===== config.mk =====
export PLATFORM = sky130hd
export DESIGN_NAME = cpu_pad_top
export DESIGN_NICKNAME = d
export VERILOG_FILES = /design/src/hw/pad_bus_pkg.sv /design/src/hw/cpu_pad_top.sv /design/src/hw/pad_frame_seq.sv /design/src/hw/acc_cpu.sv /design/src/hw/bus_slice.sv
export SDC_FILE = /design/constraint.sdc
export NUM_CORES = 1
export LEC_CHECK = 0
export BUFFER_PORTS_ARGS = -buffer_cell sky130_fd_sc_hd__buf_2
export CAP_MARGIN = 20
export CORE_MARGIN = 2
export CORE_UTILIZATION = 35
export CTS_BUF_LIST = sky130_fd_sc_hd__clkbuf_16
export CTS_CLUSTER_DIAMETER = 80
export DETAILED_ROUTE_END_ITERATION = 10
export HOLD_SLACK_MARGIN = 0.1
export SYNTH_ARGS = -nofsm -noshare
export SYNTH_HDL_FRONTEND = slang
export SYNTH_SLANG_ARGS = --single-unit

===== constraint.sdc =====
create_clock -name clk -period 6.6 [get_ports clk]
set_input_delay 1.32 -clock clk [delete_from_list [all_inputs] [get_ports clk]]
set_output_delay 1.32 -clock clk [all_outputs]
set_load 0.01 [all_outputs]

===== src/hw/pad_bus_pkg.sv =====
/*
 * Shared bus widths, request and response payload structs,
 * accumulator opcodes and pad frame phase constants
 */
package pad_bus_pkg;

  // Bus and pad widths
  localparam int ADDR_W     = 32;
  localparam int DATA_W     = 32;
  localparam int PAD_W      = 8;
  localparam int WORD_BYTES = 4;
  localparam int BYTE_SEL_W = $clog2(WORD_BYTES);

  localparam logic [ADDR_W-1:0] RESET_PC = '0;      // First fetch address

  // Reduced AXI4-Lite request, one channel for reads and writes
  typedef struct packed {
    logic [ADDR_W-1:0] addr;
    logic [DATA_W-1:0] wdata;
    logic              write;
  } bus_req_t;

  // Read data, or zero as the write acknowledge
  typedef struct packed {
    logic [DATA_W-1:0] rdata;
  } bus_rsp_t;

  // Opcodes in instruction bits 31..28
  localparam logic [3:0] OP_HALT  = 4'h0;
  localparam logic [3:0] OP_LDI   = 4'h1;
  localparam logic [3:0] OP_LOAD  = 4'h2;
  localparam logic [3:0] OP_ADD   = 4'h3;
  localparam logic [3:0] OP_STORE = 4'h4;
  localparam logic [3:0] OP_JNZ   = 4'h5;

  // Pad frame phases
  localparam int PHASE_W = 4;
  localparam logic [PHASE_W-1:0] PH_IDLE       = 4'd0;
  localparam logic [PHASE_W-1:0] PH_FIRST      = 4'd1;   // Address byte 0, frame strobe
  localparam logic [PHASE_W-1:0] PH_ADDR_LAST  = 4'd4;
  localparam logic [PHASE_W-1:0] PH_READ_FIRST = 4'd5;
  localparam logic [PHASE_W-1:0] PH_READ_LAST  = 4'd8;
  localparam logic [PHASE_W-1:0] PH_RSP        = 4'd9;   // Response held here

endpackage

===== src/hw/cpu_pad_top.sv =====
/*
 * Chip top, accumulator core and pad sequencer joined through
 * a register slice on each bus channel
 */
`timescale 1ns/1ps

module cpu_pad_top
  import pad_bus_pkg::*;
(
  input  logic             clk,
  input  logic             reset,
  output logic [PAD_W-1:0] pad_addr,
  output logic [PAD_W-1:0] pad_wdata,
  output logic             pad_oe,
  output logic             pad_frame,
  output logic             pad_write,
  input  logic [PAD_W-1:0] pad_rdata,
  output logic             halted
);

  // Core side
  logic     core_req_valid;
  logic     core_req_ready;
  bus_req_t core_req;
  logic     core_rsp_valid;
  logic     core_rsp_ready;
  bus_rsp_t core_rsp;

  // Sequencer side
  logic     seq_req_valid;
  logic     seq_req_ready;
  bus_req_t seq_req;
  logic     seq_rsp_valid;
  logic     seq_rsp_ready;
  bus_rsp_t seq_rsp;

  acc_cpu u_cpu (
    .clk       (clk),
    .reset     (reset),
    .req_valid (core_req_valid),
    .req_ready (core_req_ready),
    .req       (core_req),
    .rsp_valid (core_rsp_valid),
    .rsp_ready (core_rsp_ready),
    .rsp       (core_rsp),
    .halted    (halted)
  );

  bus_slice #(.payload_t(bus_req_t)) u_req_slice (
    .clk       (clk),
    .reset     (reset),
    .in_valid  (core_req_valid),
    .in_ready  (core_req_ready),
    .in_data   (core_req),
    .out_valid (seq_req_valid),
    .out_ready (seq_req_ready),
    .out_data  (seq_req)
  );

  bus_slice #(.payload_t(bus_rsp_t)) u_rsp_slice (
    .clk       (clk),
    .reset     (reset),
    .in_valid  (seq_rsp_valid),
    .in_ready  (seq_rsp_ready),
    .in_data   (seq_rsp),
    .out_valid (core_rsp_valid),
    .out_ready (core_rsp_ready),
    .out_data  (core_rsp)
  );

  pad_frame_seq u_seq (
    .clk       (clk),
    .reset     (reset),
    .req_valid (seq_req_valid),
    .req_ready (seq_req_ready),
    .req       (seq_req),
    .rsp_valid (seq_rsp_valid),
    .rsp_ready (seq_rsp_ready),
    .rsp       (seq_rsp),
    .pad_addr  (pad_addr),
    .pad_wdata (pad_wdata),
    .pad_oe    (pad_oe),
    .pad_frame (pad_frame),
    .pad_write (pad_write),
    .pad_rdata (pad_rdata)
  );

endmodule


===== src/hw/pad_frame_seq.sv =====
/*
 * Byte-serial pad sequencer, turns one bus request into a phased
 * pad frame and assembles the read word from the pad bytes
 */
`timescale 1ns/1ps

module pad_frame_seq
  import pad_bus_pkg::*;
(
  input  logic             clk,
  input  logic             reset,
  // Request channel
  input  logic             req_valid,
  output logic             req_ready,
  input  bus_req_t         req,
  // Response channel
  output logic             rsp_valid,
  input  logic             rsp_ready,
  output bus_rsp_t         rsp,
  // Pads
  output logic [PAD_W-1:0] pad_addr,
  output logic [PAD_W-1:0] pad_wdata,
  output logic             pad_oe,
  output logic             pad_frame,
  output logic             pad_write,
  input  logic [PAD_W-1:0] pad_rdata
);

  logic [PHASE_W-1:0]    phase;
  logic [PHASE_W-1:0]    phase_d;
  bus_req_t              req_q;       // Request of the active frame
  bus_req_t              cur;         // Request seen by the pad muxes
  logic [DATA_W-1:0]     rdata_q;
  logic [BYTE_SEL_W-1:0] addr_sel;
  logic [BYTE_SEL_W-1:0] rd_sel;
  logic                  accept;
  logic                  addr_phase;  // Next phase drives address bytes
  logic                  in_frame;
  logic                  rd_phase;

  assign req_ready = (phase == PH_IDLE);
  assign accept    = req_valid && req_ready;
  assign rsp_valid = (phase == PH_RSP);
  assign rsp       = '{rdata: rdata_q};

  // Next phase
  always_comb begin
    phase_d = phase + 1'b1;
    case (phase)
      PH_IDLE:      phase_d = req_valid ? PH_FIRST : PH_IDLE;
      PH_ADDR_LAST: phase_d = req_q.write ? PH_RSP : PH_READ_FIRST;
      PH_READ_LAST: phase_d = PH_RSP;
      PH_RSP:       phase_d = rsp_ready ? PH_IDLE : PH_RSP;  // Hold until taken
      default:      phase_d = phase + 1'b1;
    endcase
  end

  // Pads are registered, so they follow the next phase
  assign cur        = (phase == PH_IDLE) ? req : req_q;
  assign addr_phase = (phase_d >= PH_FIRST) && (phase_d <= PH_ADDR_LAST);
  assign in_frame   = (phase_d >= PH_FIRST) && (phase_d <= PH_READ_LAST);
  assign addr_sel   = BYTE_SEL_W'(phase_d - PH_FIRST);
  assign rd_phase   = (phase >= PH_READ_FIRST) && (phase <= PH_READ_LAST);
  assign rd_sel     = BYTE_SEL_W'(phase - PH_READ_FIRST);

  always_ff @(posedge clk) begin
    if (reset) begin
      phase     <= PH_IDLE;
      pad_addr  <= '0;
      pad_wdata <= '0;
      pad_oe    <= 1'b0;
      pad_frame <= 1'b0;
      pad_write <= 1'b0;
    end else begin
      phase     <= phase_d;
      pad_frame <= accept;                 // Phase 1 is entered only from idle
      pad_write <= in_frame && cur.write;
      pad_oe    <= addr_phase && cur.write;
      if (addr_phase) begin
        pad_addr  <= cur.addr[addr_sel*PAD_W +: PAD_W];    // LSB first
        pad_wdata <= cur.wdata[addr_sel*PAD_W +: PAD_W];
      end else begin
        pad_addr  <= '0;
        pad_wdata <= '0;
      end
    end
  end

  // Request latch and read word assembly
  always_ff @(posedge clk) begin
    if (accept) begin
      req_q   <= req;
      rdata_q <= '0;                       // Write acks return zero
    end else if (rd_phase) begin
      rdata_q[rd_sel*PAD_W +: PAD_W] <= pad_rdata;
    end
  end

  // Frame strobe lines up with the registered phase
  a_frame_phase : assert property (
    @(posedge clk) disable iff (reset)
    pad_frame |-> (phase == PH_FIRST)
  ) else $error("pad_frame_seq: frame strobe outside phase 1");

endmodule


===== src/hw/acc_cpu.sv =====
/*
 * Accumulator core, fetches and executes one instruction at a time
 * over the request/response bus channels
 */
`timescale 1ns/1ps

module acc_cpu
  import pad_bus_pkg::*;
(
  input  logic     clk,
  input  logic     reset,
  // Request channel
  output logic     req_valid,
  input  logic     req_ready,
  output bus_req_t req,
  // Response channel
  input  logic     rsp_valid,
  output logic     rsp_ready,
  input  bus_rsp_t rsp,
  output logic     halted
);

  typedef enum logic [2:0] {
    S_FETCH,
    S_WAIT_FETCH,
    S_EXEC,
    S_WAIT_DATA,
    S_HALT
  } state_t;

  state_t            state;
  logic [ADDR_W-1:0] pc;
  logic [DATA_W-1:0] acc;
  logic [DATA_W-1:0] ir;           // Current instruction word
  logic [3:0]        opcode;
  logic [ADDR_W-1:0] operand_addr;
  logic              req_fire;
  logic              rsp_fire;

  assign opcode       = ir[31:28];
  assign operand_addr = {{(ADDR_W-16){1'b0}}, ir[15:0]};  // Byte address
  assign req_fire     = req_valid && req_ready;
  assign rsp_fire     = rsp_valid && rsp_ready;

  // Only the wait states take a response
  assign rsp_ready = (state == S_WAIT_FETCH) || (state == S_WAIT_DATA);
  assign halted    = (state == S_HALT);

  always_ff @(posedge clk) begin
    if (reset) begin
      state     <= S_FETCH;
      pc        <= RESET_PC;
      acc       <= '0;
      req_valid <= 1'b0;
    end else begin
      if (req_fire) begin
        req_valid <= 1'b0;                 // Request taken by the slice
      end
      case (state)
        S_FETCH: begin
          req_valid <= 1'b1;
          state     <= S_WAIT_FETCH;
        end
        S_WAIT_FETCH: begin
          if (rsp_fire) begin
            pc    <= pc + ADDR_W'(WORD_BYTES);
            state <= S_EXEC;
          end
        end
        S_EXEC: begin
          case (opcode)
            OP_LDI: begin
              acc   <= {{(DATA_W-16){1'b0}}, ir[15:0]};
              state <= S_FETCH;
            end
            OP_LOAD, OP_ADD, OP_STORE: begin
              req_valid <= 1'b1;           // Data access, payload set below
              state     <= S_WAIT_DATA;
            end
            OP_JNZ: begin
              if (acc != '0) begin
                pc <= operand_addr;
              end
              state <= S_FETCH;
            end
            default: begin
              state <= S_HALT;             // HALT and unknown opcodes
            end
          endcase
        end
        S_WAIT_DATA: begin
          if (rsp_fire) begin
            if (opcode == OP_LOAD) begin
              acc <= rsp.rdata;
            end else if (opcode == OP_ADD) begin
              acc <= acc + rsp.rdata;      // Wraps at 32 bits
            end
            state <= S_FETCH;              // Store ack carries nothing
          end
        end
        S_HALT: begin
          state <= S_HALT;
        end
        default: begin
          state <= S_HALT;
        end
      endcase
    end
  end

  // Request payload and instruction register
  always_ff @(posedge clk) begin
    if (state == S_FETCH) begin
      req <= '{addr: pc, wdata: '0, write: 1'b0};
    end else if (state == S_EXEC) begin
      req <= '{addr: operand_addr, wdata: acc, write: (opcode == OP_STORE)};
    end
    if (state == S_WAIT_FETCH && rsp_fire) begin
      ir <= rsp.rdata;
    end
  end

  // Once halted the core stays off the bus
  a_no_req_halted : assert property (
    @(posedge clk) disable iff (reset)
    halted |-> !req_valid
  ) else $error("acc_cpu: request raised while halted");

endmodule


===== src/hw/bus_slice.sv =====
/*
 * One-entry register slice with valid/ready on both sides,
 * payload type given as a type parameter
 */
`timescale 1ns/1ps

module bus_slice #(
  parameter type payload_t = logic
) (
  input  logic     clk,
  input  logic     reset,
  // Upstream side
  input  logic     in_valid,
  output logic     in_ready,
  input  payload_t in_data,
  // Downstream side
  output logic     out_valid,
  input  logic     out_ready,
  output payload_t out_data
);

  logic     full;
  payload_t data_q;

  // Empty, or the held entry leaves this cycle
  assign in_ready = !full || out_ready;

  always_ff @(posedge clk) begin
    if (reset) begin
      full <= 1'b0;
    end else if (in_ready) begin
      full <= in_valid;
    end
  end

  always_ff @(posedge clk) begin
    if (in_valid && in_ready) begin
      data_q <= in_data;
    end
  end

  assign out_valid = full;
  assign out_data  = data_q;

  // A stalled entry must not change under the consumer
  a_hold_stable : assert property (
    @(posedge clk) disable iff (reset)
    out_valid && !out_ready |=> out_valid && $stable(out_data)
  ) else $error("bus_slice: payload changed while stalled");

endmodule


### Word level (Yosys, flattened, before mapping)

Index checks and enable logic that the tools add are counted.

* eq/ne operators: 18
* muxes and demuxes: 24
* add/subtract/negate cells: 6
* reductions and logical operators: 27
* shifts and indexed selects: 4
* magnitude comparators: 5
* bitwise operators: 1

Operators by type and width (number)
* two-way mux 32 bit: 7
* two-way mux 65 bit: 3
* case mux 32 bit (2 select lines): 2
* indexed part select 32 x 6 -> 8 bit: 2
* negator 5 -> 34 bit: 1
* variable shift 8 x 34 -> 32 bit (first input constant): 1
* indexed part select 8 x 34 -> 32 bit: 1
* adder 32 x 3 -> 32 bit (second input constant): 1
* adder 32 bit: 1
* bitwise mux 32 bit: 1
* nonzero test 32 bit: 1
* case mux 4 bit (4 select lines): 1
* == test 4 x 3 -> 1 bit (second input constant): 3
* case mux 3 bit (4 select lines): 1
* logical AND 1 bit: 10
* == test 4 x 2 -> 1 bit (second input constant): 2
* == test 4 bit (second input constant): 2
* less-or-equal comparator 4 bit (second input constant): 2
* two-way mux 4 bit: 2
* AND reduction 4 bit: 2
* == test 3 x 2 -> 1 bit (second input constant): 2
* two-way mux 3 bit: 2
* inequality test 2 x 1 -> 1 bit (second input constant): 3
* case mux 3 bit (2 select lines): 1
* other kinds (21): 31

* bits in registers: 384
* word-level logic and storage cells: 109
* output and inout port bits: 20

### Depth between registers and ports, before layout

* word-level depth: 9
* depth in mapped cells: 13
* depth with buffers taken out: 10

### Hierarchy

A second synthesis with hierarchy kept.

* cells, all modules: 1485
* area, all modules: 16495.8 µm²

By module, submodules not included
* acc_cpu: area each 8236.6 µm², cells each 950, times used 1
* pad_frame_seq: area each 5236.3 µm², cells each 428, times used 1
* bus_slice at u_req_slice: area each 2006.9 µm², cells each 70, times used 1
* bus_slice at u_rsp_slice: area each 1016.0 µm², cells each 37, times used 1

### Worst setup path after synthesis

Ideal clock, no wire load.

* kind: register to register
* start point: reg u_seq.phase[0]
* end point: reg u_req_slice.data_q, in the netlist u_req_slice.out_data[0], enable pin
* data arrival time: 5800 ps
* buffers on the path: 1
* library setup time: 587 ps
* path slack: 213 ps
* required time: 6013 ps
* stages on the path, launching flop included: 6
* period minus slack after synthesis: 6387 ps
* cell sequence: dfxtp_1 > inv_1 > ha_1 > clkbuf_1 > nand2_1 > a21boi_0

* word-level cells in the longest chain between the ends: 3

RTL lines
* from (decl): RTL line pad_frame_seq.sv:29 `logic [PHASE_W-1:0] phase;`
* from (signal assigned): RTL line pad_frame_seq.sv:75 `phase <= phase_d;`
* zero test 4 bit: RTL line pad_frame_seq.sv:41 `assign req_ready = (phase == PH_IDLE);`
* logical OR 1 bit: RTL line bus_slice.sv:26 `assign in_ready = !full || out_ready;`
* logical AND 1 bit
* net u_cpu.req_fire: RTL line acc_cpu.sv:37 `logic req_fire;`
* to (signal assigned): RTL line bus_slice.sv:38 `data_q <= in_data;`
* to (decl): RTL line bus_slice.sv:23 `payload_t data_q;`

The timed path passes the listed nets, and every way through them passes these cells.
A chain may end at the register's enable or synchronous reset.

### Final worst setup path

* start point: reg u_cpu.state[2]
* end point: reg u_cpu.pc[31]

* word-level cells in the longest chain between the ends: 5

RTL lines
* from (decl): RTL line acc_cpu.sv:31 `state_t state;`
* from (signal assigned): RTL line acc_cpu.sv:51 `state <= S_FETCH;`
* from (signal assigned): RTL line acc_cpu.sv:62 `state <= S_WAIT_FETCH;`
* from (signal assigned): RTL line acc_cpu.sv:67 `state <= S_EXEC;`
* == test 3 x 1 -> 1 bit or == test 3 x 2 -> 1 bit (tied branches): RTL line acc_cpu.sv:46, acc_cpu.sv:59
* logical OR 1 bit: RTL line acc_cpu.sv:46 `assign rsp_ready = (state == S_WAIT_FETCH) || (state == S_WAIT_DATA);`
* logical AND 1 bit: RTL line acc_cpu.sv:43 `assign rsp_fire = rsp_valid && rsp_ready;`
* inequality test 2 x 1 -> 1 bit (no source line)
* AND reduction 4 bit (no source line)
* to (signal assigned): RTL line acc_cpu.sv:66 `pc <= pc + ADDR_W'(WORD_BYTES);`
* to (signal assigned): RTL line acc_cpu.sv:82 `pc <= operand_addr;`
* to (decl): RTL line acc_cpu.sv:32 `logic [ADDR_W-1:0] pc;`

Several ways; a longest one is shown, not always the timed one.

==> impl_metrics.json <==
{
  "core_area_mm2": 0.0466,
  "numCtsBuffers": 43,
  "nets": 1533,
  "routedWlPerCell_um": 18.0,
  "fin_area_mm2": 0.0185,
  "htreeDepth": 2,
  "mappedNetlistArea_mm2": 0.0165,
  "tns_ns": 0,
  "ant_nets": 0,
  "start_util_pct": 35.4,
  "synth_edf_count": 214,
  "drive_gt1_share_pct": 9.31,
  "synth_warnings": 0,
  "grt_max_degree": 69,
  "drt_iter0_drc": 923,
  "grt-ovfl-total": 0,
  "cts.sinks": 372,
  "area_growth_pct": 12.5,
  "ys_ff_latch": 372,
  "path_clk_slew_ns": 0.06,
  "fin_ws_ns": 2.43,
  "finalCriticalPeriod_ns": 4.17,
  "total_power_mw": 5.08,
  "place_ws_ns": 2.46,
  "dpl-instance-area_mm2": 0.0172,
  "cpMaxStageDelayCell": "and2_1",
  "start_kind": "flop",
  "hold_buffers": 0,
  "syn_nets": 1523,
  "path_cells": "or2_1 > buf_4 > inv_6 > and2_1 > o21ai_2 > a21oi_4 > nand3b_1 > or3_1 > a21oi_1",
  "die_w_um": 221,
  "ir_drop_mv": 0.290,
  "finalCritPeriodShare_pct": 63.3,
  "clock_path_buffers": 3,
  "outcome": "complete, no violations",
  "setup_viol_count_final": 0,
  "grt_use_total_pct": 15.4,
  "portBuffers": 29,
  "syn_area_per_cell_um2": 11.2,
  "cts_resized": 0,
  "slowest_delay_ns": 0.85,
  "grt_pass1_vias": 10700,
  "place_hpwl_um": 26700,
  "die-area_mm2": 0.0488,
  "finClkSkew_ns": 0.0299,
  "io_pins": 30,
  "slew_violations": 0,
  "hold_ws_ns": 0.395,
  "grt_pass1_wl_um": 60300,
  "path_class": "flop to flop",
  "p_per_area_mw_per_mm2": 274,
  "crit_required_ns": 7.06,
  "antenna_found_initial": 0,
  "fmax_ghz": 0.240,
  "worst_pin_slew_ns": 0.972,
  "relSlewSlack_pct": 35.2,
  "critPathMaxFanout": 68,
  "worstSetupEndpointType": "flop",
  "cts_tree": "done",
  "fp.dieH_um": 221,
  "hp-class": "flop to flop",
  "hold_viol_final": 0,
  "holdPathStages": 0,
  "rsz0062_at_grt": "no",
  "rows": 79,
  "dr.pass1.iters": 7,
  "ys.flop_type": "edfxtp_1",
  "fillCellCount": 4462,
  "synth_async_sr_flop_share_pct": 0,
  "yosysSeqAreaShare_pct": 58.2,
  "post-cts-setup-buffers": 0,
  "root_buffer": "clkbuf_16",
  "insertion_delay_ns": 0.57,
  "syn_inst": 1470,
  "drcViolationCount": 0,
  "r2r_cells": 9,
  "viasPerCell": 5.29,
  "diodes": 0,
  "synth_cell_types": 77,
  "wl_um": 38200,
  "cap_violations": 0,
  "num_vias": 11200,
  "p_leak_nw": 7.11,
  "gp_congestion": 0.881,
  "arrival_ns": 4.64
}
-- final cells by class --
class                   count  area [um^2]  share of cell area (%)
repair buffers             42          243                    1.31
clock buffers              45         1130                    6.07
inverters                  17         68.8                   0.371
flip-flops and latches    372         9590                    51.7
well taps                 607          759                    4.10
multi-input cells        1004         6530                    35.2
clock inverters            35          231                    1.25
-- cells in the mapped netlist (all sizes together), types with 5 or more instances --
cell,number,area share [%]
nor3b,6,0.34
xnor2,18,0.96
inv,17,0.42
nor4,10,0.38
mux2i,88,5.3
mux4,16,2.3
or3,9,0.34
o21a,10,0.46
nand2b,17,0.65
o221ai,5,0.27
or2,5,0.19
clkbuf,53,1.2
a21o,10,0.46
a311oi,11,0.58
nand4,13,0.49
buf,24,0.83
a21oi,112,3.5
and2,24,0.91
dfxtp,158,19
o21bai,6,0.27
and3,21,0.80
a22oi,5,0.26
o21ai,51,1.6
o31ai,6,0.27
nor2,128,2.9
nand3,61,1.9
a221oi,8,0.46
nor3,41,1.2
nor2b,7,0.27
ha,42,3.2
a211oi,15,0.79
a31oi,15,0.61
edfxtp,214,39
o211ai,18,0.82
nand2,172,3.9
xor2,14,0.74
-- registers in the layout, summed over array words and instances, names as in the netlist, 20 cells and up --
name	count
u_cpu.acc	32
u_cpu.ir	20
u_cpu.pc	32
u_cpu.req	65
u_req_slice.out_data	65
u_rsp_slice.out_data	32
u_seq.req_q	65
u_seq.rsp	32
-- cell families after synthesis --
group | count (synthesis) | synth area share (%)
fa+ha+maj | 43 | 3.31
buf+inv | 94 | 2.46
mux | 105 | 7.69
xor+xnor | 32 | 1.70
compound gates | 301 | 11.9
simple gates | 523 | 14.7
flops | 372 | 58.2
-- critical path, delay by kind of cell, from the launching register on --
kind                   cells  cell delay (ns)
flip-flops                 1             0.36
buffers and inverters      2             0.73
AND/OR/NAND/NOR            4             1.97
AO/OA/AOI/OAI              3             0.98
-- metal layers --
layer | up-vias | global-route usage [%] | part of all wire, %
li1 | 5480 | - | -
met2 | 286 | 22.9 | 43
met3 | 61 | 3.43 | 6.2
met5 | - | 0 | 0
met1 | 5389 | 22.1 | 48
met4 | 0 | 5.11 | 2.7
-- power breakdown --
part | switching [mW] | internal (mW)
Sequential | 0.0298 | 2.53
Combinational | 0.161 | 0.105
Clock | 0.938 | 1.32
-- stage by stage --
stage | instances | utilization [%]
global placement | 2042 | 36.9
CTS | 2122 | 39.8
finish | 2122 | 39.8
global route | 2122 | 39.8
floorplan | 1470 | -
detailed placement | 2042 | 36.9
-- cells in the final DEF, fill, tap and decap left out, types with 14 or more instances in the layout --
master,count
edfxtp_1,214
a21oi_1,110
clkbuf_16,45
mux2i_1,88
nand2_1,172
xnor2_1,18
nand3_1,61
and2_1,23
buf_2,29
nand2b_1,17
dfxtp_1,157
o211ai_1,18
nor3_1,41
nor2_1,128
ha_1,42
o21ai_0,47
xor2_1,14
inv_1,30
and3_1,20
-- worst paths after layout --
path | start | end | slack, ns
worst max register to register | u_cpu.state[2] | u_cpu.pc[31] | 2.43
worst min register to register | u_cpu.req[35] | u_req_slice.out_data[35] | 0.40
worst min-delay path | u_cpu.req[35] | u_req_slice.out_data[35] | 0.40
worst max-delay path | u_cpu.state[2] | u_cpu.pc[31] | 2.43
(Power assumes the default switching activity.)
